$ cat src/design/tag_pkg.sv
// tag pool constants and FSM states; TAG_COUNT must be a power of two equal to 2**TAG_WIDTH
package tag_pkg;

	////////////////////////////////////////////////////////////////////////////
	// tag pool sizing
	////////////////////////////////////////////////////////////////////////////

	// number of tickets in circulation
	localparam int TAG_COUNT = 16;
	// bits per tag, log2 of the pool size
	localparam int TAG_WIDTH = 4;

	// one tag as carried on the command and response buses
	typedef logic [TAG_WIDTH-1:0] tag_t;

	////////////////////////////////////////////////////////////////////////////
	// tag buffer FSM
	////////////////////////////////////////////////////////////////////////////

	// reset holds one cycle, init walks the pool, ready serves commands
	typedef enum logic [1:0] {
		TAG_BUFFER_RESET = 2'd0,
		TAG_BUFFER_INIT  = 2'd1,
		TAG_BUFFER_READY = 2'd2
	} tag_buffer_state_t;

endpackage

$ cat src/design/cmd_pkg.sv
// command side types; kind encoding 2'd3 is unused and never issued by a compute unit
package cmd_pkg;

	////////////////////////////////////////////////////////////////////////////
	// field widths
	////////////////////////////////////////////////////////////////////////////

	localparam int CU_WIDTH   = 2;
	localparam int ADDR_WIDTH = 32;
	localparam int CODE_WIDTH = 8;
	// read data beat width
	localparam int DATA_WIDTH = 32;

	// compute unit index, up to four units
	typedef logic [CU_WIDTH-1:0] cu_id_t;

	// what the command asks of shared memory
	typedef enum logic [1:0] {
		CMD_READ     = 2'd0,
		CMD_WRITE    = 2'd1,
		CMD_PREFETCH = 2'd2
	} cmd_kind_t;

	// owner record kept per tag in the tag RAM
	typedef struct packed {
		cu_id_t    cu;
		cmd_kind_t kind;
	} cmd_id_t;

	typedef logic [ADDR_WIDTH-1:0] addr_t;

	// raw response code, passed through untouched
	typedef logic [CODE_WIDTH-1:0] rsp_code_t;

endpackage

$ cat src/design/tag_if.sv
// issue to control link; take may only be raised while ready is high
`timescale 1ns/1ps

interface tag_if;

	// tag available and init walk done
	logic                ready;
	// a command consumes the head tag this cycle
	logic                take;
	// owner of the command being tagged
	cmd_pkg::cmd_id_t    id;
	// head of the tag FIFO
	tag_pkg::tag_t       tag;

	modport control (
		output ready,
		output tag,
		input  take,
		input  id
	);

	modport issue (
		input  ready,
		input  tag,
		output take,
		output id
	);

endinterface

$ cat src/design/lookup_if.sv
// control to routing link; ids come back one cycle after their tag is presented
`timescale 1ns/1ps

interface lookup_if;

	// returning response, also frees its tag
	logic                rsp_valid;
	tag_pkg::tag_t       rsp_tag;
	cmd_pkg::cmd_id_t    rsp_id;

	// read data beat lookup, no side effect on the pool
	tag_pkg::tag_t       rd_tag;
	cmd_pkg::cmd_id_t    rd_id;

	modport control (
		input  rsp_valid,
		input  rsp_tag,
		output rsp_id,
		input  rd_tag,
		output rd_id
	);

	modport route (
		output rsp_valid,
		output rsp_tag,
		input  rsp_id,
		output rd_tag,
		input  rd_id
	);

endinterface

$ cat src/design/tag_fifo.sv
// show-ahead tag FIFO of TAG_COUNT entries; push when full and pop when empty are dropped
`timescale 1ns/1ps

module tag_fifo (
	input  logic          clock,
	input  logic          rstn,
	input  logic          push,
	input  tag_pkg::tag_t data_in,
	input  logic          pop,
	output tag_pkg::tag_t data_out,
	output logic          full,
	output logic          alfull,
	output logic          empty,
	output logic          valid
);

	// storage, no reset on payload
	tag_pkg::tag_t                 mem [tag_pkg::TAG_COUNT];
	tag_pkg::tag_t                 wr_ptr;
	tag_pkg::tag_t                 rd_ptr;
	// one extra bit so a full pool is representable
	logic [tag_pkg::TAG_WIDTH:0]   count;
	logic                          do_push;
	logic                          do_pop;

	assign do_push = push & ~full;
	assign do_pop  = pop & ~empty;

	////////////////////////////////////////////////////////////////////////////
	// pointers and occupancy
	////////////////////////////////////////////////////////////////////////////

	// pointers wrap on their own since the depth is 2**TAG_WIDTH
	always_ff @(posedge clock or negedge rstn) begin
		if (~rstn) begin
			wr_ptr <= '0;
			rd_ptr <= '0;
			count  <= '0;
		end else begin
			if (do_push)
				wr_ptr <= wr_ptr + 1'b1;
			if (do_pop)
				rd_ptr <= rd_ptr + 1'b1;
			// simultaneous push and pop leave count alone
			if (do_push & ~do_pop)
				count <= count + 1'b1;
			else if (do_pop & ~do_push)
				count <= count - 1'b1;
		end
	end

	always_ff @(posedge clock) begin
		if (do_push)
			mem[wr_ptr] <= data_in;
	end

	// head visible without a pop
	assign data_out = mem[rd_ptr];

	// flags
	assign empty  = (count == '0);
	assign full   = (count == tag_pkg::TAG_COUNT);
	// exactly one slot left
	assign alfull = (count == tag_pkg::TAG_COUNT - 1);
	// head slot holds a written tag
	assign valid  = (count != '0);

endmodule

$ cat src/design/tag_ram.sv
// owner table per tag; reads are registered and a same-cycle write is not bypassed
`timescale 1ns/1ps

module tag_ram (
	input  logic             clock,
	input  logic             we,
	input  tag_pkg::tag_t    wr_addr,
	input  cmd_pkg::cmd_id_t data_in,
	input  tag_pkg::tag_t    rd_addr1,
	output cmd_pkg::cmd_id_t data_out1,
	input  tag_pkg::tag_t    rd_addr2,
	output cmd_pkg::cmd_id_t data_out2
);

	// one id line per tag
	cmd_pkg::cmd_id_t mem [tag_pkg::TAG_COUNT];

	always_ff @(posedge clock) begin
		if (we)
			mem[wr_addr] <= data_in;
	end

	// port 1 serves responses, port 2 read data
	always_ff @(posedge clock) begin
		data_out1 <= mem[rd_addr1];
		data_out2 <= mem[rd_addr2];
	end

endmodule

$ cat src/design/tag_control.sv
// tag pool owner; disable restarts the walk but does not flush tags still outstanding
`timescale 1ns/1ps

module tag_control (
	input  logic     clock,
	input  logic     rstn,
	input  logic     enabled,
	tag_if.control   tags,
	lookup_if.control lookup
);

	logic                          rstn_meta;
	logic                          rstn_sync;
	logic                          enabled_q;
	tag_pkg::tag_buffer_state_t    state;
	tag_pkg::tag_buffer_state_t    state_next;
	// walk counter, wide enough to reach TAG_COUNT
	logic [tag_pkg::TAG_WIDTH:0]   walk_count;
	logic                          walk_push;
	logic                          walk_done;
	logic                          init_flag;
	logic                          fifo_push;
	logic                          fifo_pop;
	tag_pkg::tag_t                 fifo_in;
	tag_pkg::tag_t                 head_tag;
	logic                          fifo_full;
	logic                          fifo_alfull;
	logic                          fifo_empty;
	logic                          fifo_valid;

	////////////////////////////////////////////////////////////////////////////
	// reset sync and enable register
	////////////////////////////////////////////////////////////////////////////

	// async assert, sync release
	always_ff @(posedge clock or negedge rstn) begin
		if (~rstn) begin
			rstn_meta <= 1'b0;
			rstn_sync <= 1'b0;
		end else begin
			rstn_meta <= 1'b1;
			rstn_sync <= rstn_meta;
		end
	end

	always_ff @(posedge clock or negedge rstn_sync) begin
		if (~rstn_sync)
			enabled_q <= 1'b0;
		else
			enabled_q <= enabled;
	end

	////////////////////////////////////////////////////////////////////////////
	// init walk FSM
	////////////////////////////////////////////////////////////////////////////

	// counter feeds tags 0..TAG_COUNT-1, one per cycle while room remains
	assign walk_done = (walk_count == tag_pkg::TAG_COUNT);
	assign walk_push = (state == tag_pkg::TAG_BUFFER_INIT) & ~fifo_full & ~walk_done;

	always_comb begin
		state_next = state;
		case (state)
			tag_pkg::TAG_BUFFER_RESET: state_next = tag_pkg::TAG_BUFFER_INIT;
			tag_pkg::TAG_BUFFER_INIT: begin
				// last push lands at the same edge as the state change
				if (fifo_full | (fifo_alfull & walk_push) | walk_done)
					state_next = tag_pkg::TAG_BUFFER_READY;
			end
			tag_pkg::TAG_BUFFER_READY: state_next = tag_pkg::TAG_BUFFER_READY;
			default: state_next = tag_pkg::TAG_BUFFER_RESET;
		endcase
	end

	// dropping enabled sends the FSM back to reset
	always_ff @(posedge clock or negedge rstn_sync) begin
		if (~rstn_sync) begin
			state      <= tag_pkg::TAG_BUFFER_RESET;
			walk_count <= '0;
		end else begin
			state <= enabled_q ? state_next : tag_pkg::TAG_BUFFER_RESET;
			if (state == tag_pkg::TAG_BUFFER_RESET)
				walk_count <= '0;
			else if (walk_push)
				walk_count <= walk_count + 1'b1;
		end
	end

	////////////////////////////////////////////////////////////////////////////
	// push / pop mux
	////////////////////////////////////////////////////////////////////////////

	assign init_flag = (state != tag_pkg::TAG_BUFFER_READY);

	// counter owns the push side during init, returned tags afterwards
	assign fifo_push = init_flag ? walk_push : lookup.rsp_valid;
	assign fifo_in   = init_flag ? walk_count[tag_pkg::TAG_WIDTH-1:0] : lookup.rsp_tag;
	// no pops until the walk is over
	assign fifo_pop  = ~init_flag & tags.take;

	assign tags.ready = ~fifo_empty & fifo_valid & ~init_flag;
	assign tags.tag   = head_tag;

	tag_fifo u_tag_fifo (
		.clock    (clock),
		.rstn     (rstn_sync),
		.push     (fifo_push),
		.data_in  (fifo_in),
		.pop      (fifo_pop),
		.data_out (head_tag),
		.full     (fifo_full),
		.alfull   (fifo_alfull),
		.empty    (fifo_empty),
		.valid    (fifo_valid)
	);

	// issued tag is the head, so the owner lands at that address
	tag_ram u_tag_ram (
		.clock     (clock),
		.we        (fifo_pop),
		.wr_addr   (head_tag),
		.data_in   (tags.id),
		.rd_addr1  (lookup.rsp_tag),
		.data_out1 (lookup.rsp_id),
		.rd_addr2  (lookup.rd_tag),
		.data_out2 (lookup.rd_id)
	);

endmodule

$ cat src/design/cmd_issue.sv
// tags one command per cycle; cmd_ready is combinational from the tag pool state
`timescale 1ns/1ps

module cmd_issue (
	input  logic               clock,
	input  logic               rstn,
	input  logic               cmd_valid,
	input  cmd_pkg::cu_id_t    cmd_cu,
	input  cmd_pkg::cmd_kind_t cmd_kind,
	input  cmd_pkg::addr_t     cmd_addr,
	output logic               cmd_ready,
	output logic               out_valid,
	output tag_pkg::tag_t      out_tag,
	output cmd_pkg::cmd_kind_t out_kind,
	output cmd_pkg::addr_t     out_addr,
	tag_if.issue               tags
);

	logic             take;
	cmd_pkg::cmd_id_t id_line;

	////////////////////////////////////////////////////////////////////////////
	// accept
	////////////////////////////////////////////////////////////////////////////

	// held cmd_valid just waits for a free tag
	assign cmd_ready = tags.ready;
	assign take      = cmd_valid & tags.ready;

	// owner record goes to the tag RAM
	always_comb begin
		id_line      = '0;
		id_line.cu   = cmd_cu;
		id_line.kind = cmd_kind;
	end

	assign tags.take = take;
	assign tags.id   = id_line;

	////////////////////////////////////////////////////////////////////////////
	// outgoing command register
	////////////////////////////////////////////////////////////////////////////

	// one cycle pulse per accepted command
	always_ff @(posedge clock or negedge rstn) begin
		if (~rstn)
			out_valid <= 1'b0;
		else
			out_valid <= take;
	end

	// payload, head tag sampled in the accept cycle
	always_ff @(posedge clock) begin
		if (take) begin
			out_tag  <= tags.tag;
			out_kind <= cmd_kind;
			out_addr <= cmd_addr;
		end
	end

endmodule

$ cat src/design/resp_route.sv
// routes responses and read beats to their owners; outputs trail inputs by one cycle
`timescale 1ns/1ps

module resp_route (
	input  logic                            clock,
	input  logic                            rstn,
	input  logic                            rsp_valid,
	input  tag_pkg::tag_t                   rsp_tag,
	input  cmd_pkg::rsp_code_t              rsp_code,
	input  logic                            rd_valid,
	input  tag_pkg::tag_t                   rd_tag,
	input  logic [cmd_pkg::DATA_WIDTH-1:0]  rd_data,
	output logic                            rsp_out_valid,
	output cmd_pkg::cu_id_t                 rsp_out_cu,
	output cmd_pkg::cmd_kind_t              rsp_out_kind,
	output cmd_pkg::rsp_code_t              rsp_out_code,
	output logic                            rd_out_valid,
	output cmd_pkg::cu_id_t                 rd_out_cu,
	output logic [cmd_pkg::DATA_WIDTH-1:0]  rd_out_data,
	lookup_if.route                         lookup
);

	logic                            rsp_valid_q;
	cmd_pkg::rsp_code_t              rsp_code_q;
	logic                            rd_valid_q;
	logic [cmd_pkg::DATA_WIDTH-1:0]  rd_data_q;

	// tags go straight to the RAM read ports
	assign lookup.rsp_valid = rsp_valid;
	assign lookup.rsp_tag   = rsp_tag;
	assign lookup.rd_tag    = rd_tag;

	////////////////////////////////////////////////////////////////////////////
	// delay to meet the registered RAM reads
	////////////////////////////////////////////////////////////////////////////

	always_ff @(posedge clock or negedge rstn) begin
		if (~rstn) begin
			rsp_valid_q <= 1'b0;
			rd_valid_q  <= 1'b0;
		end else begin
			rsp_valid_q <= rsp_valid;
			rd_valid_q  <= rd_valid;
		end
	end

	always_ff @(posedge clock) begin
		rsp_code_q <= rsp_code;
		rd_data_q  <= rd_data;
	end

	// split the id lines
	assign rsp_out_valid = rsp_valid_q;
	assign rsp_out_cu    = lookup.rsp_id.cu;
	assign rsp_out_kind  = lookup.rsp_id.kind;
	assign rsp_out_code  = rsp_code_q;

	// read beats only need the owning unit
	assign rd_out_valid  = rd_valid_q;
	assign rd_out_cu     = lookup.rd_id.cu;
	assign rd_out_data   = rd_data_q;

endmodule

$ cat src/design/tag_subsys_top.sv
// tag subsystem top; one command at a time, no response flow control, no tag sanity checks
`timescale 1ns/1ps

module tag_subsys_top (
	input  logic                            clock,
	input  logic                            rstn,
	input  logic                            enabled,
	// command in
	input  logic                            cmd_valid,
	input  cmd_pkg::cu_id_t                 cmd_cu,
	input  cmd_pkg::cmd_kind_t              cmd_kind,
	input  cmd_pkg::addr_t                  cmd_addr,
	output logic                            cmd_ready,
	// command out
	output logic                            out_valid,
	output tag_pkg::tag_t                   out_tag,
	output cmd_pkg::cmd_kind_t              out_kind,
	output cmd_pkg::addr_t                  out_addr,
	// response in and out
	input  logic                            rsp_valid,
	input  tag_pkg::tag_t                   rsp_tag,
	input  cmd_pkg::rsp_code_t              rsp_code,
	output logic                            rsp_out_valid,
	output cmd_pkg::cu_id_t                 rsp_out_cu,
	output cmd_pkg::cmd_kind_t              rsp_out_kind,
	output cmd_pkg::rsp_code_t              rsp_out_code,
	// read data in and out
	input  logic                            rd_valid,
	input  tag_pkg::tag_t                   rd_tag,
	input  logic [cmd_pkg::DATA_WIDTH-1:0]  rd_data,
	output logic                            rd_out_valid,
	output cmd_pkg::cu_id_t                 rd_out_cu,
	output logic [cmd_pkg::DATA_WIDTH-1:0]  rd_out_data
);

	tag_if    tags_bus ();
	lookup_if lookup_bus ();

	////////////////////////////////////////////////////////////////////////////
	// issue, control, route
	////////////////////////////////////////////////////////////////////////////

	cmd_issue u_cmd_issue (
		.clock     (clock),
		.rstn      (rstn),
		.cmd_valid (cmd_valid),
		.cmd_cu    (cmd_cu),
		.cmd_kind  (cmd_kind),
		.cmd_addr  (cmd_addr),
		.cmd_ready (cmd_ready),
		.out_valid (out_valid),
		.out_tag   (out_tag),
		.out_kind  (out_kind),
		.out_addr  (out_addr),
		.tags      (tags_bus.issue)
	);

	// reset is resynchronized in here
	tag_control u_tag_control (
		.clock   (clock),
		.rstn    (rstn),
		.enabled (enabled),
		.tags    (tags_bus.control),
		.lookup  (lookup_bus.control)
	);

	resp_route u_resp_route (
		.clock         (clock),
		.rstn          (rstn),
		.rsp_valid     (rsp_valid),
		.rsp_tag       (rsp_tag),
		.rsp_code      (rsp_code),
		.rd_valid      (rd_valid),
		.rd_tag        (rd_tag),
		.rd_data       (rd_data),
		.rsp_out_valid (rsp_out_valid),
		.rsp_out_cu    (rsp_out_cu),
		.rsp_out_kind  (rsp_out_kind),
		.rsp_out_code  (rsp_out_code),
		.rd_out_valid  (rd_out_valid),
		.rd_out_cu     (rd_out_cu),
		.rd_out_data   (rd_out_data),
		.lookup        (lookup_bus.route)
	);

endmodule

$ cat config.mk
export PLATFORM = sky130hd
export DESIGN_NAME = tag_subsys_top
export DESIGN_NICKNAME = d
export VERILOG_FILES = /design/src/design/tag_pkg.sv /design/src/design/cmd_pkg.sv /design/src/design/tag_if.sv /design/src/design/lookup_if.sv /design/src/design/tag_fifo.sv /design/src/design/tag_ram.sv /design/src/design/tag_control.sv /design/src/design/cmd_issue.sv /design/src/design/resp_route.sv /design/src/design/tag_subsys_top.sv
export SDC_FILE = /design/constraint.sdc
export NUM_CORES = 1
export LEC_CHECK = 0
export ABC_AREA = 1
export BUFFER_PORTS_ARGS = -buffer_cell sky130_fd_sc_hd__buf_2
export CELL_PAD_IN_SITES_DETAIL_PLACEMENT = 0
export CELL_PAD_IN_SITES_GLOBAL_PLACEMENT = 1
export CORE_ASPECT_RATIO = 1.2
export CORE_MARGIN = 2
export CORE_UTILIZATION = 37
export CTS_CLUSTER_DIAMETER = 50
export DETAILED_ROUTE_END_ITERATION = 8
export PLACE_DENSITY = 0.71
export SKIP_CTS_REPAIR_TIMING = 1
export SYNTH_ARGS = -nofsm -noshare
export SYNTH_HDL_FRONTEND = slang
export SYNTH_SLANG_ARGS = --single-unit
$ cat constraint.sdc
create_clock -name clock -period 1.94 [get_ports clock]
set_input_delay 0.388 -clock clock [delete_from_list [all_inputs] [get_ports clock]]
set_output_delay 0.388 -clock clock [all_outputs]
set_load 0.005 [all_outputs]
**Yosys cells after proc, flatten, opt, wreduce, memory -nomap -nowiden**

Memories as Yosys holds them, arrays and structs flattened. A register that Yosys moved wholly into a read port is not among the register bits.
Cells that the tools add are included.

- $add $sub $neg: 5
- Eq/ne operators: 7
- Muxes and demuxes: 13
- Bitwise logic cells: 19
- Reductions and logical operators: 5

Operators by type and width:

| kind | count |
|---|---|
| $mux 5 | 4 |
| $and 1x1->1 | 11 |
| $add 5x1->5 const B | 2 |
| $eq 5x5->1 const B | 2 |
| $add 4x1->4 const B | 2 |
| $not 1->1 | 6 |
| $pmux 2 s3 | 1 |
| $eq 5x4->1 const B | 1 |
| $logic_not 5->1 | 1 |
| $mux 1 | 5 |
| $reduce_bool 5->1 | 1 |
| $sub 5x1->5 const B | 1 |
| $mux 2 | 2 |
| $mux 4 | 1 |
| $reduce_bool 2->1 | 2 |
| $ne 3x3->1 const B | 1 |
| $eq 2x1->1 const B | 1 |
| $eq 2x2->1 const B | 1 |
| $logic_not 2->1 | 1 |
| $ne 2x2->1 const B | 1 |
| $or 1x1->1 | 2 |

- Bits in registers: 104
- Bits in writable memories: 128
- Input port bits: 90
- Output and inout port bits: 88
- Word-level logic and storage cells: 67
- Memories kept: 2

Memories:

| memory | words | bits a word | rd ports | clocked after Yosys merged registers in | write ports | line | source |
|---|---|---|---|---|---|---|---|
| u_tag_control.u_tag_fifo.mem | 16 | 4 | 1 | 0 | 1 | tag_fifo.sv:18 | `tag_pkg::tag_t mem [tag_pkg::TAG_COUNT];` |
| u_tag_control.u_tag_ram.mem | 16 | 4 | 2 | 2 | 1 | tag_ram.sv:16 | `cmd_pkg::cmd_id_t mem [tag_pkg::TAG_COUNT];` |

**Longest topological paths before layout**

- Depth in word-level cells: 10
- Depth in mapped cells: 17
- Depth with buffers taken out: 16

**By module**

Synthesis repeated with hierarchy kept, for this count alone.

- Cell total of the unflattened synthesis: 1003
- Area, all modules: 10304.9 µm²

Modules (own cells, without submodules):

| module | instances | cells an instance | area each (µm²) | sequential area each (µm²) |
|---|---|---|---|---|
| tag_ram | 1 | 441 | 3741.1 | 2082.0 |
| tag_fifo | 1 | 376 | 3729.8 | 2247.2 |
| cmd_issue | 1 | 46 | 1211.2 | 1166.1 |
| resp_route | 1 | 57 | 963.4 | 850.8 |
| tag_control | 1 | 83 | 659.4 | 250.2 |

**Worst setup path after synthesis**

No wires, ideal clock.

- Kind: register to register
- Start point: register u_tag_control.state[0]
- End point: memory u_tag_control.u_tag_ram.mem[4][0] in the netlist's numbering, enable pin
- Library setup time: 330 ps
- Data arrival time: 2306 ps
- Data required time: 1610 ps
- Setup slack: -696 ps
- Cell stages (with the launch flop): 10
- Path buffers: 1
- Clock period less this slack: 2636 ps
- Cells stage by stage: dfrtp_1 -> inv_1 -> ha_1 -> buf_2 -> nand2_1 -> inv_2 -> nand2_2 -> inv_1 -> nand3_2 -> nor2_1

- Cells in the longest elaborated chain, start to end: 7

RTL lines:

| item | line | source |
|---|---|---|
| start: declaration | tag_control.sv:15 | `tag_pkg::tag_buffer_state_t state;` |
| start signal: assignment | tag_control.sv:78 | `state <= tag_pkg::TAG_BUFFER_RESET;` |
| start signal: assignment | tag_control.sv:81 | `state <= enabled_q ? state_next : tag_pkg::TAG_BUFFER_RESET;` |
| $ne 2x2->1 | tag_control.sv:93 | `assign init_flag = (state != tag_pkg::TAG_BUFFER_READY);` |
| $not 1->1 | tag_control.sv:101 | `assign tags.ready = ~fifo_empty & fifo_valid & ~init_flag;` |
| $and 1x1->1 | tag_control.sv:101 |  |
| net cmd_ready | tag_subsys_top.sv:13 | `output logic cmd_ready,` |
| $and 1x1->1 | cmd_issue.sv:28 | `assign take = cmd_valid & tags.ready;` |
| net tags_bus.take | tag_if.sv:9 | `logic take;` |
| $and 1x1->1 | tag_control.sv:99 | `assign fifo_pop = ~init_flag & tags.take;` |
| $mux 1 | tag_ram.sv:19 | `if (we)` |
| $mux 1 (not written as such) | tag_ram.sv:20 | `mem[wr_addr] <= data_in;` |
| end: declaration | tag_ram.sv:16 |  |

The timed path passes the listed nets, and every way through them passes these cells.

**Final worst setup path**

- Start point: register u_tag_control.walk_count[1] in the netlist's numbering
- End point: register u_tag_control.u_tag_fifo.count[4] in the netlist's numbering

- Cells in the longest elaborated chain, start to end: 8
- Elaborated cells between the ends (all ways): 10
- Those cells by class: eq/ne: 1; mux: 2; bitwise: 6; reduce/logical: 1

RTL lines:

| item | line | source |
|---|---|---|
| start: declaration | tag_control.sv:18 | `logic [tag_pkg::TAG_WIDTH:0] walk_count;` |
| start signal: assignment | tag_control.sv:85 | `walk_count <= walk_count + 1'b1;` |
| $eq 5x5->1 (*) | tag_control.sv:58 | `assign walk_done = (walk_count == tag_pkg::TAG_COUNT);` |
| $not 1->1 (*) | tag_control.sv:59 | `assign walk_push = (state == tag_pkg::TAG_BUFFER_INIT) & ~fifo_full & ~walk_done;` |
| $and 1x1->1 (*) | tag_control.sv:59 |  |
| $mux 1 (*) | tag_control.sv:96 | `assign fifo_push = init_flag ? walk_push : lookup.rsp_valid;` |
| $and 1x1->1 (*) | tag_fifo.sv:26 | `assign do_push = push & ~full;` |
| net u_tag_control.u_tag_fifo.do_push | tag_fifo.sv:23 | `logic do_push;` |
| $not 1->1 | tag_fifo.sv:47 | `else if (do_pop & ~do_push)` |
| $and 1x1->1 | tag_fifo.sv:47 |  |
| $reduce_bool 2->1 (no line) | n/a |  |
| end signal: assignment | tag_fifo.sv:46 | `count <= count + 1'b1;` |
| end signal: assignment | tag_fifo.sv:48 | `count <= count - 1'b1;` |
| end: declaration | tag_fifo.sv:22 | `logic [tag_pkg::TAG_WIDTH:0] count;` |

The timed path passes the listed nets; every way through them passes the cells marked *.
A chain may end at the register's enable or synchronous reset.

==> results.toml <==
[critical_path]
cp_top_family = "adder cells"
critPathMaxStageDelay_ps = 400
reg2reg_from = "u_tag_control.walk_count[1]"
ff2ff_setup_slack_ps = -360
r2r.worst_path.cells = 16
critPathCapture = "u_tag_control.u_tag_fifo.count[4]"
worstSetupEndpointType = "flop"
crit_path_frequent_cell = "nand2_2"
cp-startpoint = "u_tag_control.walk_count[1]"
arrival_ps = 2740
timing.rr.end = "u_tag_control.u_tag_fifo.count[4]"
path_cells = "inv_2 > ha_2 > nand4_1 > nand2_2 > nand2_2 > nand2_2 > inv_4 > ha_4 > inv_6 > fa_2 > nand2_2 > nand2_2 > a21oi_4 > o21ai_2 > a21oi_2 > xor2_1"
cp_max_fo = 4
slowest_stage = "fa_2"
crit_type = "reg -> reg"
worstSetupStartpointType = "flop"
cp.buffers_inverters = 3
required_ps = 2380
crit_cells = 16

[sta]
holdWs_ps = 37.61
period_share = 1.184
rsz0062_at_grt = "yes"
worstMarginPinSlew_ps = 520.0
fmax_ghz = 0.4353
skew_ps = 9.399
tns_ps = -2251
maxSlewHeadroom = 0.6533
fin_crit_ps = 2297
hold_viol = 0
setup_viol = 39
slew_viol_final = 0
fin_ws_ps = -357.3

[finish]
fin_area_um2 = 12960
layout_commonest_cell = "buf_2"
layout_common_cells = "176 x buf_2, 166 x edfxtp_1, 126 x nand2_1"
num_antenna_cells = 0
drive_gt1_frac = 0.3528
nets = 1196
areaGrowthSynthToFinish_pct = 41.12
final_cell_count_no_fill = 1436
finish.utilization = 0.5270

[yosys]
synth_top_area_frac = 0.5428
yosysSeqAreaShare = 0.7139
synth_compound_area_frac = 0.06580
netlist_area_um2 = 9184
synth.net_count = 887
synth-simple-area-share = 0.1414
yosys_warnings = 0
muxShareOfSynthArea = 0
ys_ff_latch = 238
netlist_instances = 782
ys_top_cells_by_area = "edfxtp_1 54%, dfxtp_1 10%, dfrtp_1 7.1%"
synthXorXnorAreaFrac = 0.007629
synth_top_family_by_area = "simple AND/OR/NAND/NOR gates"
synth_top_area_cell = "edfxtp_1"
synthAdderAreaFrac = 0.02125
ys_types = 32
avgSynthCellArea_um2 = 11.74

[grt]
grt_pass1_wl_um = 33070
grt_max_degree = 42
first_global_vias = 6207
antenna_found_initial = 0
gr-usage-all-layers = 0.1597
grt_overflow = 0

[drt]
vias = 6716
dr.first_iter.drc_count = 273
wl_um = 22610
ant_nets = 0
firstDrtPassIters = 4
via_per_inst = 4.677
drc = 0
wl_per_cell_um = 15.75

[pwr]
irDropWorstVdd_mv = 0.9500
internal_power_mw = 11.63
power_frac_comb = 0.341
clockPowerShare = 0.293
swShare = 0.3280
p_switching_mw = 5.676
p_per_area_nw_per_um2 = 1335
pwr-share-seq = 0.366
power_mw = 17.30
leakagePower_nw = 5.431

[placement]
dpl_cell_area_um2 = 11030
dp_cells = 1324
dpl_worst_slack_ps = -348.2
portBuffers = 177
gp_congestion = 0.8061
place_hpwl_um = 15330

[status]
violations = "negative setup slack"
status = "finished with violations"

[cts]
clk_pin_slew_worst_paths_ps = 60
h-tree-depth = 1
cts_tree = "built"
cts_sinks = 238
cts-root-buf = "clkbuf_16"
cts_buffer_depth = 3
cts_made_buffers = 27
insertion_delay_ps = 520

[floorplanning]
die_h_um = 176.6
coreArea_um2 = 24590
start_util = 0.3734
placement_rows = 63
num_io_pins = 178
dieArea_um2 = 26100
fp.dieW_um = 147.8

[min_path]
hp-class = "in -> reg"

[run]
drv_cap = 0
-- metal layers --
| metal | vias to the layer above | share of wire | track usage |
|---|---|---|---|
| met2 | 165 | 0.55 | 0.3031 |
| met4 | 0 | 0.025 | 0.04365 |
| met1 | 3216 | 0.38 | 0.1845 |
| met3 | 44 | 0.040 | 0.02791 |
| met5 | - | 0 | 0 |
| li1 | 3291 | - | - |
-- flip-flops by register name (all words and copies together) (netlist names), 4 cells and up --
register                           count
u_cmd_issue.out_tag                    4
u_tag_control.u_tag_fifo.count         5
u_resp_route.rd_out_data              32
u_tag_control.u_tag_fifo.wr_ptr        4
u_cmd_issue.out_addr                  32
u_tag_control.u_tag_ram.data_out1      4
u_tag_control.u_tag_fifo.rd_ptr        4
u_resp_route.rsp_out_code              8
u_tag_control.u_tag_ram.mem           64
u_tag_control.walk_count               5
u_tag_control.u_tag_fifo.mem          64
-- synth_stat cells --
library cell	instances
o31ai_1	1
o21ai_1	3
nand2_4	1
edfxtp_1	166
nand2_2	6
buf_6	2
ha_1	14
clkbuf_1	14
dfxtp_1	46
buf_4	2
clkinv_1	2
fa_1	1
xnor2_1	1
nand3_2	4
o22a_1	1
buf_2	10
inv_1	77
nor2_4	1
o22ai_1	2
nand4_1	2
nor2_1	68
nand3_1	73
a21oi_1	22
inv_2	5
o21ai_0	48
conb_1	1
dfrtp_1	26
o211ai_1	28
nor3_1	4
nand2_1	142
or2_1	2
xor2_1	7
-- final cells by class --
cell class,instances,area (um^2)
fill,2194,11630
sequential,238,6558
multi-input combinational,432,2552
timing repair buffer,308,2181
clock buffer,35,802.0
tap,325,406.6
inverter,84,336.6
clock inverter,14,123.9
-- worst reg2reg max path, stage by stage, from the launching register on --
cell	delay, ps
dfrtp_1	360
inv_2	50
ha_2	170
nand4_1	90
nand2_2	80
nand2_2	70
nand2_2	70
inv_4	60
ha_4	150
inv_6	50
fa_2	400
nand2_2	90
nand2_2	70
a21oi_4	160
o21ai_2	80
a21oi_2	140
xor2_1	150
-- worst min-delay path by stage --
stage	end	startpoint	cells after the start	slack, ps
2_1_floorplan	u_cmd_issue.out_valid	rstn	0	90
3_3_place_gp	u_resp_route.rd_out_valid	rstn	1	220
3_5_place_dp	u_resp_route.rd_out_valid	rstn	1	220
4_1_cts	u_resp_route.rd_out_valid	rstn	1	-340
5_1_grt	u_cmd_issue.out_addr[26]	cmd_addr[26]	1	20
6_report	u_cmd_issue.out_addr[26]	cmd_addr[26]	1	40
-- kinds of logic (layout without fill, tap and decap cells) --
group           count (synthesis)  count (layout)
other cells                     1               1
compound gates                105             105
flops                         238             238
fa+ha+maj                      15              15
simple gates                  303             303
xor+xnor                        8               8
buf+inv                       112             441
-- power by group through the flow --
stage,clock (mW),sequential (mW),combinational [mW]
6_report,5.07,6.33,5.90
5_1_grt,5.41,6.38,6.47
4_1_cts,5.22,6.31,4.64
3_5_place_dp,0,6.41,4.61
3_3_place_gp,0,6.39,4.56
2_1_floorplan,0,6.44,2.77
Note: power is estimated with default switching activity, not from simulation.
